## src/include/frame_uart_cfg.svh

```systemverilog
`ifndef FRAME_UART_CFG_SVH
`define FRAME_UART_CFG_SVH

// pixels in one captured frame
`define FRAME_PIXELS 16
// address width for the frame RAM
`define FRAME_ADDR_W 4

// rgb332 pixel, 3 red, 3 green, 2 blue
`define PIXEL_W 8
// one serial byte
`define UART_BYTE_W 8

// clocks per serial bit
`define CLKS_PER_BIT 8

`endif
```

## src/verilog/frame_uart_pkg.sv

```systemverilog
`include "frame_uart_cfg.svh"

package frame_uart_pkg;

  // payload types
  typedef logic [`PIXEL_W-1:0] pixel_t;
  typedef logic [`FRAME_ADDR_W-1:0] frame_addr_t;
  typedef logic [`UART_BYTE_W-1:0] uart_byte_t;

  // main controller phases
  typedef enum logic [2:0] {
    ctrl_idle,
    ctrl_armed,
    ctrl_capture,
    ctrl_ready,
    ctrl_send
  } ctrl_state_e;

  // byte order within a pixel, green first
  typedef enum logic [1:0] {
    color_green,
    color_blue,
    color_red
  } color_sel_e;

  // serial transmitter phases
  typedef enum logic [1:0] {
    uart_idle,
    uart_start,
    uart_data,
    uart_stop
  } uart_state_e;

endpackage

```

## src/verilog/frame_uart_top.sv

```systemverilog
`timescale 1ns/1ns

`include "frame_uart_cfg.svh"

module frame_uart_top (
  input  logic               clk,
  input  logic               uart_reset,
  input  logic               pixel_strobe,
  input  logic [`PIXEL_W-1:0] pixel_data,
  input  logic               frame_start,
  input  logic               store,
  input  logic               send,
  output logic               txd,
  output logic               busy,
  output logic               frame_ready
);

  // controller strobes
  logic capture_en;
  logic capture_done;
  logic send_start;
  logic send_done;

  // frame RAM read port
  frame_uart_pkg::frame_addr_t rd_addr;
  frame_uart_pkg::pixel_t      rd_data;

  // serializer to transmitter
  logic                       byte_strobe;
  frame_uart_pkg::uart_byte_t byte_data;
  logic                       tx_busy;

  ////////////////////////////////////////
  // phase control
  ////////////////////////////////////////

  frame_ctrl i_frame_ctrl (
    .clk          (clk),
    .uart_reset   (uart_reset),
    .store        (store),
    .send         (send),
    .frame_start  (frame_start),
    .capture_done (capture_done),
    .send_done    (send_done),
    .capture_en   (capture_en),
    .send_start   (send_start),
    .busy         (busy),
    .frame_ready  (frame_ready)
  );

  ////////////////////////////////////////
  // frame buffer
  ////////////////////////////////////////

  frame_store i_frame_store (
    .clk          (clk),
    .uart_reset   (uart_reset),
    .capture_en   (capture_en),
    .pixel_strobe (pixel_strobe),
    .pixel_data   (pixel_data),
    .rd_addr      (rd_addr),
    .rd_data      (rd_data),
    .capture_done (capture_done)
  );

  ////////////////////////////////////////
  // readout path to the PC
  ////////////////////////////////////////

  pixel_serializer i_pixel_serializer (
    .clk         (clk),
    .uart_reset  (uart_reset),
    .send_start  (send_start),
    .rd_addr     (rd_addr),
    .rd_data     (rd_data),
    .tx_busy     (tx_busy),
    .byte_strobe (byte_strobe),
    .byte_data   (byte_data),
    .send_done   (send_done)
  );

  uart_tx i_uart_tx (
    .clk         (clk),
    .uart_reset  (uart_reset),
    .byte_strobe (byte_strobe),
    .byte_data   (byte_data),
    .txd         (txd),
    .tx_busy     (tx_busy)
  );

endmodule

```

## src/verilog/uart_tx.sv

```systemverilog
`timescale 1ns/1ns

`include "frame_uart_cfg.svh"

module uart_tx (
  input  logic                       clk,
  input  logic                       uart_reset,
  input  logic                       byte_strobe,
  input  frame_uart_pkg::uart_byte_t byte_data,
  output logic                       txd,
  output logic                       tx_busy
);

  localparam int cnt_w = $clog2(`CLKS_PER_BIT);
  localparam int idx_w = $clog2(`UART_BYTE_W);
  localparam logic [cnt_w-1:0] last_clk = cnt_w'(`CLKS_PER_BIT - 1);
  localparam logic [idx_w-1:0] last_bit = idx_w'(`UART_BYTE_W - 1);

  frame_uart_pkg::uart_state_e state;
  frame_uart_pkg::uart_byte_t  shift_reg;
  logic [cnt_w-1:0] clk_cnt;
  logic [idx_w-1:0] bit_idx;
  logic bit_end;

  // last clock of the current bit time
  assign bit_end = (clk_cnt == last_clk);

  ////////////////////////////////////////
  // 8N1 sequencer
  ////////////////////////////////////////

  always_ff @(posedge clk) begin
    if (uart_reset) begin
      state   <= frame_uart_pkg::uart_idle;
      clk_cnt <= '0;
      bit_idx <= '0;
    end else begin
      // divider runs in every phase but idle
      if (state != frame_uart_pkg::uart_idle) begin
        clk_cnt <= bit_end ? '0 : clk_cnt + 1'b1;
      end
      case (state)
        frame_uart_pkg::uart_idle: begin
          if (byte_strobe) begin
            state   <= frame_uart_pkg::uart_start;
            clk_cnt <= '0;
          end
        end
        frame_uart_pkg::uart_start: begin
          if (bit_end) begin
            state   <= frame_uart_pkg::uart_data;
            bit_idx <= '0;
          end
        end
        frame_uart_pkg::uart_data: begin
          // lsb first
          if (bit_end) begin
            if (bit_idx == last_bit) begin
              state <= frame_uart_pkg::uart_stop;
            end else begin
              bit_idx <= bit_idx + 1'b1;
            end
          end
        end
        default: begin
          // stop bit, then free again
          if (bit_end) begin
            state <= frame_uart_pkg::uart_idle;
          end
        end
      endcase
    end
  end

  // data shifter
  always_ff @(posedge clk) begin
    if (state == frame_uart_pkg::uart_idle && byte_strobe) begin
      shift_reg <= byte_data;
    end else if (state == frame_uart_pkg::uart_data && bit_end) begin
      shift_reg <= shift_reg >> 1;
    end
  end

  // line idles high
  always_comb begin
    case (state)
      frame_uart_pkg::uart_start: txd = 1'b0;
      frame_uart_pkg::uart_data:  txd = shift_reg[0];
      default:                    txd = 1'b1;
    endcase
  end

  assign tx_busy = (state != frame_uart_pkg::uart_idle);

endmodule

```

## src/verilog/pixel_serializer.sv

```systemverilog
`timescale 1ns/1ns

`include "frame_uart_cfg.svh"

module pixel_serializer (
  input  logic                        clk,
  input  logic                        uart_reset,
  input  logic                        send_start,
  output frame_uart_pkg::frame_addr_t rd_addr,
  input  frame_uart_pkg::pixel_t      rd_data,
  input  logic                        tx_busy,
  output logic                        byte_strobe,
  output frame_uart_pkg::uart_byte_t  byte_data,
  output logic                        send_done
);

  localparam frame_uart_pkg::frame_addr_t last_addr =
    frame_uart_pkg::frame_addr_t'(`FRAME_PIXELS - 1);

  frame_uart_pkg::color_sel_e color;
  logic active;
  logic last_byte;
  logic rd_valid;
  logic issue;
  logic finish;

  // field left aligned, zeros below
  function automatic frame_uart_pkg::uart_byte_t format_byte(
    input frame_uart_pkg::pixel_t     pix,
    input frame_uart_pkg::color_sel_e sel
  );
    frame_uart_pkg::uart_byte_t b;
    b = '0;
    case (sel)
      frame_uart_pkg::color_green: b = {pix[4:2], {(`UART_BYTE_W - 3){1'b0}}};
      frame_uart_pkg::color_blue:  b = {pix[1:0], {(`UART_BYTE_W - 2){1'b0}}};
      frame_uart_pkg::color_red:   b = {pix[7:5], {(`UART_BYTE_W - 3){1'b0}}};
      default:                     b = '0;
    endcase
    return b;
  endfunction

  // next byte once read data is settled and the line is free
  // tx_busy only rises the cycle after the strobe, hence the strobe term
  assign issue  = active && rd_valid && !last_byte && !tx_busy && !byte_strobe;
  // last stop bit finished
  assign finish = active && last_byte && !tx_busy && !byte_strobe;

  ////////////////////////////////////////
  // sequencing
  ////////////////////////////////////////

  always_ff @(posedge clk) begin
    if (uart_reset) begin
      active      <= 1'b0;
      last_byte   <= 1'b0;
      rd_valid    <= 1'b0;
      rd_addr     <= '0;
      color       <= frame_uart_pkg::color_green;
      byte_strobe <= 1'b0;
      send_done   <= 1'b0;
    end else begin
      byte_strobe <= issue;
      send_done   <= finish;
      // RAM output good one cycle after a stable address
      rd_valid    <= active;
      if (send_start) begin
        active    <= 1'b1;
        last_byte <= 1'b0;
        rd_valid  <= 1'b0;
        rd_addr   <= '0;
        color     <= frame_uart_pkg::color_green;
      end else if (finish) begin
        active    <= 1'b0;
        last_byte <= 1'b0;
      end else if (issue) begin
        case (color)
          frame_uart_pkg::color_green: color <= frame_uart_pkg::color_blue;
          frame_uart_pkg::color_blue:  color <= frame_uart_pkg::color_red;
          default: begin
            // red sent, move on to the next pixel
            color <= frame_uart_pkg::color_green;
            if (rd_addr == last_addr) begin
              last_byte <= 1'b1;
            end else begin
              rd_addr  <= rd_addr + 1'b1;
              rd_valid <= 1'b0;
            end
          end
        endcase
      end
    end
  end

  // byte payload, loaded with the strobe
  always_ff @(posedge clk) begin
    if (issue) begin
      byte_data <= format_byte(rd_data, color);
    end
  end

endmodule

```

## src/verilog/frame_store.sv

```systemverilog
`timescale 1ns/1ns

`include "frame_uart_cfg.svh"

module frame_store (
  input  logic                        clk,
  input  logic                        uart_reset,
  input  logic                        capture_en,
  input  logic                        pixel_strobe,
  input  frame_uart_pkg::pixel_t      pixel_data,
  input  frame_uart_pkg::frame_addr_t rd_addr,
  output frame_uart_pkg::pixel_t      rd_data,
  output logic                        capture_done
);

  localparam frame_uart_pkg::frame_addr_t last_addr =
    frame_uart_pkg::frame_addr_t'(`FRAME_PIXELS - 1);

  // frame RAM, one pixel per entry
  frame_uart_pkg::pixel_t mem [`FRAME_PIXELS];

  frame_uart_pkg::frame_addr_t wr_addr;
  logic wr_en;

  // only strobes inside the capture window count
  assign wr_en = capture_en && pixel_strobe;

  ////////////////////////////////////////
  // write pointer
  ////////////////////////////////////////

  // held at zero outside capture so each frame starts at 0
  always_ff @(posedge clk) begin
    if (uart_reset || !capture_en) begin
      wr_addr <= '0;
    end else if (pixel_strobe) begin
      wr_addr <= wr_addr + 1'b1;
    end
  end

  ////////////////////////////////////////
  // RAM write and registered read
  ////////////////////////////////////////

  always_ff @(posedge clk) begin
    if (wr_en) begin
      mem[wr_addr] <= pixel_data;
    end
    // read data one cycle after address
    rd_data <= mem[rd_addr];
  end

  // strobe on the cycle the last pixel lands
  assign capture_done = wr_en && (wr_addr == last_addr);

endmodule

```

## src/verilog/frame_ctrl.sv

```systemverilog
`timescale 1ns/1ns

module frame_ctrl (
  input  logic clk,
  input  logic uart_reset,
  input  logic store,
  input  logic send,
  input  logic frame_start,
  input  logic capture_done,
  input  logic send_done,
  output logic capture_en,
  output logic send_start,
  output logic busy,
  output logic frame_ready
);

  frame_uart_pkg::ctrl_state_e state;
  frame_uart_pkg::ctrl_state_e state_nxt;

  ////////////////////////////////////////
  // phase register
  ////////////////////////////////////////

  always_ff @(posedge clk) begin
    if (uart_reset) begin
      state <= frame_uart_pkg::ctrl_idle;
    end else begin
      state <= state_nxt;
    end
  end

  ////////////////////////////////////////
  // next phase
  ////////////////////////////////////////

  always_comb begin
    state_nxt = state;
    case (state)
      frame_uart_pkg::ctrl_idle: begin
        // nothing captured yet, send is ignored here
        if (store) begin
          state_nxt = frame_uart_pkg::ctrl_armed;
        end
      end
      frame_uart_pkg::ctrl_armed: begin
        // wait for the first frame start
        if (frame_start) begin
          state_nxt = frame_uart_pkg::ctrl_capture;
        end
      end
      frame_uart_pkg::ctrl_capture: begin
        // done strobe comes with the last write
        if (capture_done) begin
          state_nxt = frame_uart_pkg::ctrl_ready;
        end
      end
      frame_uart_pkg::ctrl_ready: begin
        // send wins over a new store
        if (send) begin
          state_nxt = frame_uart_pkg::ctrl_send;
        end else if (store) begin
          state_nxt = frame_uart_pkg::ctrl_armed;
        end
      end
      frame_uart_pkg::ctrl_send: begin
        // frame stays in RAM, can be resent
        if (send_done) begin
          state_nxt = frame_uart_pkg::ctrl_ready;
        end
      end
      default: begin
        state_nxt = frame_uart_pkg::ctrl_idle;
      end
    endcase
  end

  // decoded from the registered phase
  assign capture_en  = (state == frame_uart_pkg::ctrl_capture);
  assign frame_ready = (state == frame_uart_pkg::ctrl_ready);
  assign busy        = (state == frame_uart_pkg::ctrl_send);

  // one cycle kick, same cycle as the send strobe
  assign send_start  = (state == frame_uart_pkg::ctrl_ready) && send;

endmodule

```

## config.mk

```make
export PLATFORM = sky130hd
export DESIGN_NAME = frame_uart_top
export DESIGN_NICKNAME = d
export VERILOG_FILES = /design/src/verilog/frame_uart_pkg.sv /design/src/verilog/frame_uart_top.sv /design/src/verilog/uart_tx.sv /design/src/verilog/pixel_serializer.sv /design/src/verilog/frame_store.sv /design/src/verilog/frame_ctrl.sv
export VERILOG_INCLUDE_DIRS = /design/src /design/src/include
export SDC_FILE = /design/constraint.sdc
export NUM_CORES = 1
export LEC_CHECK = 0
export BUFFER_PORTS_ARGS = -buffer_cell sky130_fd_sc_hd__buf_2
export CORE_AREA = 2 2 147 149
export DETAILED_ROUTE_END_ITERATION = 8
export DIE_AREA = 0 0 149 151
export PLACE_DENSITY = 0.55
export SYNTH_ARGS = -nofsm -noshare
export SYNTH_HDL_FRONTEND = slang
export SYNTH_SLANG_ARGS = --single-unit
export TNS_END_PERCENT = 5
```

## constraint.sdc

```tcl
create_clock -name clk -period 4.25 [get_ports clk]
set_input_delay 0.6375 -clock clk [delete_from_list [all_inputs] [get_ports clk]]
set_output_delay 0.6375 -clock clk [all_outputs]
set_load 0.01 [all_outputs]
```

==> results.toml, run 1 <==
[synthesis]
synth_top_area_frac = 0.610
synth_top_area_cell = "edfxtp_1"
yosys_warnings = 0
synth-edff-count = 139
netlist_area_um2 = 6840
ys_ff_latch = 173
synth_cell_types = 42
netlist_top_cells_area = "edfxtp_1, mux4_2, dfxtp_1, a22oi_1, ha_1"
netlist_instances = 405
syn-num-nets = 431
synth_seq_area_share = 0.710
synthFlopType = "edfxtp_1"
synth-async-reset-ratio = 0
avgSynthCellArea_um2 = 16.9

[cts]
root_buffer = "clkbuf_16"
htreeDepth = 4
clk-insertion-delay-late_ps = 430
post_cts_buffers = 0
clkTransAtPathRegs_ps = 70
cts_hold_buf = 0
numCtsBuffers = 17
clockBufferDepth = 2
cts_resized = 0
cts_tree = "yes"
cts_sinks = 173

[pwr]
seqPwrFrac = 0.525
p_int_uw = 2770
total_power_uw = 3540
sw_frac_of_total = 0.216
ir_drop_mv = 0.285
power_frac_comb = 0.036
clkPwrFrac = 0.439
p_leak_uw = 0.00249
p_per_area_nw_per_um2 = 454
p_sw_uw = 765

[die]
start_util = 0.328
die_y_um = 151
die-area_um2 = 22500
die_w_um = 149
core-area_um2 = 20800
fp-row-count = 53
boundaryPins = 17

[worst_setup_path]
cp_max_fo = 21
rrSetupSlack_ps = 1900
cp_data_required_time_ps = 4560
timing.rr.end = "i_frame_store.rd_data[4]"
reg2regPathDepth = 4
worstSetupPathType = "register to register"
cp.arrival_ps = 2660
worst_setup_path_end_kind = "register"
start_kind = "register"
r2r_start = "i_pixel_serializer.rd_addr[0]"

[global_route]
overflow = 0
grt_pass1_vias = 3613
grt_max_degree = 22
grt_pass1_wl_mm = 21.1
antenna_found_initial = 0
grt_util_all_layers = 0.130

[worst_hold_path]
min_path_type = "input pin to register"
hold_end = "i_frame_ctrl.state[0]"
hold_path.startpoint = "frame_start"
min_path_cells = 4

[sta]
skew_ps = 9.70
post-route-min-period_ps = 2350
fmax_mhz = 426
setup_viol = 0
fin_crit_sh = 0.553
setup_tns_ps = 0
final_max_slew_viol_count = 0
tightestPinTransition_ps = 1170
relSlewSlack = 0.211
rsz0062_at_grt = "false"
hold_viol = 0

[outcome]
outcome = "finished, final reports clean"

[finish]
n_antenna_cell = 0
area_delta_synth_final_pct = 13.8
final_layout_size_suffix_gt1_frac = 0.205
final_nets = 452
largest_reg_flops = 128

[drt]
wl_per_cell_um = 19.2
drtPass1Iterations = 4
post-route-drc-count = 0
dr.first_iter.drc_count = 246
drt_wl_total_mm = 13.7
ant_nets = 0
viasPerCell = 4.91
dr_total_vias = 3509

[run]
drv_cap = 0

[placement]
port_buffers = 16
place.gp.congestion = 0.745
place_hpwl_mm = 9.01
critical path, stage by stage, from the launching register on:
cell	delay [ps]
dfxtp_2	800
buf_4	450
mux4_2	570
a22oi_1	330
nand2_1	80
metal layers:
layer / vias to the layer above / GRT usage / routed length [µm]
met5: - / 0 / 0
met4: 0 / 0.0481 / 184
met2: 63 / 0.208 / 6680
met3: 13 / 0.0334 / 457
met1: 1822 / 0.170 / 6370
li1: 1611 / - / -
layout by cell type (no fill, tap or decap), drive strengths merged, types with 8 or more instances in the layout:
cell type,Yosys,routed
nand2,28,28
ha,12,12
and2,8,8
clkbuf,9,18
mux4,32,32
dfxtp,34,34
nor2,37,37
buf,7,18
mux2i,8,8
edfxtp,139,139
a22oi,20,20
inv,8,15
stage by stage:
stage	instance area, µm²	hold WS (ps)	util	worst slack, ps	std cells
after floorplan	6840	456	-	2260	405
after global placement	7190	468	0.346	1820	682
after detailed placement	7190	490	0.346	1700	682
after CTS	7780	483	0.374	1820	714
after global routing	7780	506	0.374	1710	714
final	7780	505	0.374	1900	714
power by group through the flow:
stage | clock, µW | combinational (µW) | sequential, µW
after floorplan | 0 | 77.9 | 1890
after global placement | 0 | 124 | 1890
after detailed placement | 0 | 129 | 1890
after CTS | 1580 | 129 | 1860
after global routing | 1650 | 144 | 1860
final | 1550 | 127 | 1860
how the worst max path moves through the flow:
stage | startpoint | end | slack, ps | cells past startpoint
2_1_floorplan | pixel_strobe | i_frame_store.mem[3][0] | 2260 | 3
3_3_place_gp | pixel_strobe | i_frame_store.mem[1][3] | 1820 | 4
5_1_grt | i_pixel_serializer.rd_addr[0] | i_frame_store.rd_data[4] | 1710 | 4
4_1_cts | i_pixel_serializer.rd_addr[0] | i_frame_store.rd_data[4] | 1820 | 4
6_report | i_pixel_serializer.rd_addr[0] | i_frame_store.rd_data[4] | 1900 | 4
3_5_place_dp | pixel_strobe | i_frame_store.mem[0][7] | 1700 | 4
synth_stat cells, types with 2 or more instances:
| cell type | n |
|---|---|
| dfxtp_1 | 34 |
| nor3b_2 | 2 |
| xor2_1 | 2 |
| and2_1 | 8 |
| nand3_1 | 2 |
| buf_6 | 2 |
| nor3_1 | 6 |
| nand2b_1 | 5 |
| mux2i_1 | 8 |
| a21oi_1 | 7 |
| mux4_2 | 32 |
| nor2b_1 | 7 |
| nand2_1 | 28 |
| nor2_1 | 37 |
| buf_4 | 2 |
| edfxtp_1 | 139 |
| inv_1 | 8 |
| mux2_2 | 3 |
| a22oi_1 | 20 |
| buf_2 | 2 |
| nor3b_1 | 2 |
| a22o_1 | 2 |
| ha_1 | 12 |
| xnor2_1 | 2 |
| clkbuf_1 | 9 |
| o21ai_0 | 7 |
| and3_1 | 2 |
final cells by class:
cell class	count	area, µm²
Multi-Input combinational cell	208	1870
Clock inverter	14	158
Timing Repair Buffer	18	95.1
Inverter	8	30.0
Fill cell	1952	13000
Sequential cell	173	4860
Tap cell	275	344
Clock buffer	18	429
logic make-up after synthesis:
kind of cell | synth area share
DFF | 0.710
and+or+nand+nor | 0.0789
AOI/OAI and AO/OA | 0.0454
muxes | 0.122
buffers and inverters | 0.0168
adders and majority gates | 0.0220
xor gates and xnor gates | 0.00512
Note: power is estimated with default switching activity, not from simulation.
==> run 2, diff against run 1 <==
- clock period: 4.25 -> 2.4 ns (I/O delays scaled with it)
==> run 2 against run 1 <==
  * Sequential power increased by 77%
  * Clock-buffer cell count decreased by 1
  * Final area increased by 2.7%
  * Critical path type unchanged
  * Highest routed layer unchanged
==> results.toml, run 2 (synthesis results as in run 1) <==
[outcome]
outcome = "finished, final reports clean"

[die]
start_util = 0.328
core-area_um2 = 20800
die_y_um = 151
boundaryPins = 17
die_w_um = 149
die-area_um2 = 22500
fp-row-count = 53

[drt]
wl_per_cell_um = 18.5
dr_total_vias = 3627
drt_wl_total_mm = 13.6
ant_nets = 0
viasPerCell = 4.93
post-route-drc-count = 0
dr.first_iter.drc_count = 296
drtPass1Iterations = 6

[finish]
final_cells = 735
final_cell_mix = "edfxtp_1, nor2_1, dfxtp_1"
final_layout_size_suffix_gt1_frac = 0.246
n_antenna_cell = 0
final_area_um2 = 8000
largest_reg_flops = 128
area_delta_synth_final_pct = 16.9
final_nets = 473
final_common_cell = "edfxtp_1"

[worst_setup_path]
cp_top_family = "simple AND/OR/NAND/NOR gates"
start_kind = "register"
cp_slowest_cell = "nor4_4"
cp_max_fo = 9
worstSetupPathType = "register to register"
worst_setup_path_end_kind = "register"
reg2regPathDepth = 6
slowest_delay_ps = 420
cp.arrival_ps = 2150
cp_data_required_time_ps = 2720
path_cells = "inv_1 -> ha_1 -> nand3b_4 -> nor4_4 -> a41oi_1 -> o21ba_1"
worstSetupPathDepth = 6
critPathBufInv = 1

[global_route]
overflow = 0
grt_util_all_layers = 0.130
antenna_found_initial = 0
grt_pass1_wl_mm = 21.3
grt_pass1_vias = 3702
grt_max_degree = 31

[cts]
cts_resized = 0
post_cts_buffers = 0
clkTransAtPathRegs_ps = 70
htreeDepth = 4
cts_sinks = 173
root_buffer = "clkbuf_16"
cts_hold_buf = 0
numCtsBuffers = 17
clk-insertion-delay-late_ps = 420
cts_tree = "yes"
clockBufferDepth = 2

[sta]
rsz0062_at_grt = "false"
post-route-min-period_ps = 1830
fin_crit_sh = 0.764
skew_ps = 7.88
fmax_mhz = 546
hold_viol = 0
timing.hold.ws_ps = 224
relSlewSlack = 0.508
tightestPinTransition_ps = 735
setup_viol = 0
setup_tns_ps = 0
final_max_slew_viol_count = 0

[placement]
place_hpwl_mm = 9.07
placed_area_um2 = 7360
place.gp.congestion = 0.830
dp.cells = 703
port_buffers = 16

[run]
drv_cap = 0

[pwr]
p_leak_uw = 0.00263
p_per_area_nw_per_um2 = 801
total_power_uw = 6400
ir_drop_mv = 0.573

[worst_hold_path]
min_path_cells = 4
min_path_type = "input pin to register"
run 2: cell types whose count changed in the layout (fill, tap and decap cells not counted), sizes merged:
| cell | before | now |
|---|---|---|
| clkbuf | 18 | 17 |
| clkinv | 3 | 4 |
| buf | 18 | 39 |
| inv | 15 | 14 |
| bufinv | 2 | 3 |
run 2: routing by layer:
| metal | GRT usage | vias up | routed length, µm |
|---|---|---|---|
| li1 | - | 1661 | - |
| met4 | 0.0514 | 0 | 265 |
| met1 | 0.166 | 1881 | 6050 |
| met2 | 0.216 | 67 | 6870 |
| met5 | 0 | - | 0 |
| met3 | 0.0319 | 18 | 381 |
run 2: worst paths after layout:
| kind | start | to | slack, ps |
|---|---|---|---|
| max reg2reg | i_uart_tx.state[0] | i_pixel_serializer.rd_addr[3] | 570 |
| max | i_uart_tx.state[0] | i_pixel_serializer.rd_addr[3] | 570 |
| min | frame_start | i_frame_ctrl.state[0] | 220 |
| min reg2reg | i_uart_tx.clk_cnt[1] | i_uart_tx.clk_cnt[1] | 500 |
run 2: per-stage QoR:
| step | util | worst slack, ps |
|---|---|---|
| after global placement | 0.354 | 541 |
| after detailed placement | 0.354 | 521 |
| final | 0.384 | 567 |
| after floorplan | - | 636 |
| after global routing | 0.384 | 387 |
| after CTS | 0.384 | 513 |
run 2: worst register-to-register path: stages (launching register included):
cell and delay (ps):
dfxtp_1 320, inv_1 90, ha_1 370, nand3b_4 170, nor4_4 420, a41oi_1 160, o21ba_1 200
run 2: cell type report:
type,count,area (µm²)
clock buffer,17,425
clock inverter,15,205
fill,1933,12800
inverter,8,30.0
multi-input combinational,208,1870
sequential,173,4860
tap,275,344
timing repair buffer,39,265
run 2: report_power, final:
group          switching (µW)  leakage (µW)  internal [µW]
Clock                    1210      0.000302           1680
Sequential               22.9       0.00153           3260
Combinational             138      0.000793           85.5
==> run 3, diff against run 2 <==
- PLACE_DENSITY: 0.55 -> 0.57
- clock period: 2.4 -> 1.68 ns (I/O delays scaled with it)
==> run 3 against run 2 <==
  * Power increased by 35%
  * Fmax increased by 12%
  * Final area increased by 1.8%
  * Worst hold slack got worse by 85 ps
  * Clock skew increased by 5.5 ps
  * Non-clock buffer count increased by 23
  * Setup slack got worse by 520 ps
  * Combinational power increased by 80%
  * First-iteration DRC count decreased by 21%
  * Die area unchanged
  * Core utilization increased by 0.71 points
  * Via count decreased by 1.8%
  * Critical path type unchanged
  * Largest cell class unchanged
==> results.toml, run 3 (synthesis results as in run 1) <==
[finish]
final_layout_size_suffix_gt1_frac = 0.311
fin_util = 0.391
final_common_cell = "edfxtp_1"
fillers = 1935
final_nets = 496
area_delta_synth_final_pct = 19.1
n_antenna_cell = 0
final_cell_mix = "edfxtp_1, buf_4, nor2_1"
multi_input_area_um2 = 1940
regArea_um2 = 4860
largest_reg_flops = 128

[sta]
tightestPinTransition_ps = 455
fmax_mhz = 614
layout_setup_ws_ps = 50.2
fin_crit_sh = 0.970
timing.hold.ws_ps = 139
hold_viol = 0
rsz0062_at_grt = "true"
final_max_slew_viol_count = 0
skew_ps = 13.4
setup_viol = 0
relSlewSlack = 0.696
post-route-min-period_ps = 1630

[global_route]
grt_util_all_layers = 0.125
grt_pass1_vias = 3758
overflow = 0
grt_max_degree = 26
grt_pass1_wl_mm = 20.7
antenna_found_initial = 0

[cts]
numCtsBuffers = 17
clockBufferDepth = 2
cts_hold_buf = 0
clkTransAtPathRegs_ps = 60
root_buffer = "clkbuf_16"
cts_sinks = 173
cts_tree = "yes"
htreeDepth = 4
clk-insertion-delay-late_ps = 430

[die]
die-area_um2 = 22500
die_w_um = 149
fp-row-count = 53
die_y_um = 151
boundaryPins = 17
start_util = 0.328
core-area_um2 = 20800

[worst_setup_path]
startpoint = "i_frame_ctrl.state[0]"
crit_end = "i_frame_store.mem[7][2]"
reg2regPathDepth = 4
worstSetupPathType = "register to register"
worst_setup_path_end_kind = "register"
start_kind = "register"
cp.arrival_ps = 1760
cp_max_fo = 5
timing.rr.end = "i_frame_store.mem[7][2]"
cp_data_required_time_ps = 1810
rrSetupSlack_ps = 50
r2r_start = "i_frame_ctrl.state[0]"

[worst_hold_path]
min_path_type = "input pin to register"

[run]
drv_cap = 0

[placement]
port_buffers = 16
place.gp.congestion = 0.820
dp_slack_ps = -9.69
place_hpwl_mm = 8.85

[drt]
viasPerCell = 4.70
drtPass1Iterations = 6
dr.first_iter.drc_count = 234
dr_total_vias = 3561
post-route-drc-count = 0
wl_per_cell_um = 17.2
ant_nets = 0
drt_wl_total_mm = 13.0

[pwr]
p_leak_uw = 0.00270
ir_drop_mv = 0.653
p_per_area_nw_per_um2 = 1060
total_power_uw = 8640

[outcome]
outcome = "finished, final reports clean"
==> run 3: cell types whose count changed in the layout (fill, tap and decap cells not counted), sizes merged <==
cell,previous run,this run
buf,39,62
clkinv,4,5
clkbuf,17,19
bufinv,3,0
inv,14,13
==> run 3: critical path, stage by stage (launching register included) <==
cell	delay, ps
dfxtp_1	310
and4bb_2	340
nand2_1	240
nor2_1	250
buf_4	200
==> run 3: where the power goes <==
part,internal (µW),total (µW),switching (µW),leakage (µW)
logic,175,403,228,0.000922
registers,4670,4690,24.2,0.00153
clock network,1900,3550,1650,0.000251
==> run 3: how the worst min path moves through the flow <==
stage	start	to	slack, ps	depth (start not counted)
2_1_floorplan	uart_reset	i_pixel_serializer.send_done	330	1
3_3_place_gp	i_uart_tx.clk_cnt[2]	i_uart_tx.clk_cnt[2]	470	2
3_5_place_dp	i_uart_tx.clk_cnt[1]	i_uart_tx.clk_cnt[1]	490	2
4_1_cts	frame_start	i_frame_ctrl.state[0]	120	4
5_1_grt	frame_start	i_frame_ctrl.state[0]	150	4
6_report	frame_start	i_frame_ctrl.state[0]	140	4
==> run 3: timing repair <==
item,in CTS,in global routing
setup endpoints to repair,3,26
pin swaps,2,1
setup buffers,2,0
gates cloned,0,0
gates resized for setup,8,12
==> run 3: through the flow <==
step | instance area, µm² | TNS (ps) | std cells
after floorplan | 6840 | -1620 | 405
after global placement | 7540 | 0 | 724
after detailed placement | 7540 | -9.69 | 724
after CTS | 8100 | -3.17 | 757
after global routing | 8140 | -74.2 | 757
final | 8140 | 0 | 757
==> run 3: per-layer routing <==
layer / routed length, µm / share of wire / GRT usage
met4: 158 / 0.012 / 0.0467
met2: 6490 / 0.50 / 0.202
met3: 484 / 0.037 / 0.0325
met1: 5880 / 0.45 / 0.162
met5: 0 / 0 / 0
==> run 3: cell type report <==
type | count | share of cell area
repair buffers | 62 | 0.0553
clock inverters | 12 | 0.0108
inverters | 8 | 0.00369
flip-flops and latches | 173 | 0.597
multi-input cells | 208 | 0.238
well taps | 275 | 0.0423
clock buffers | 19 | 0.0532
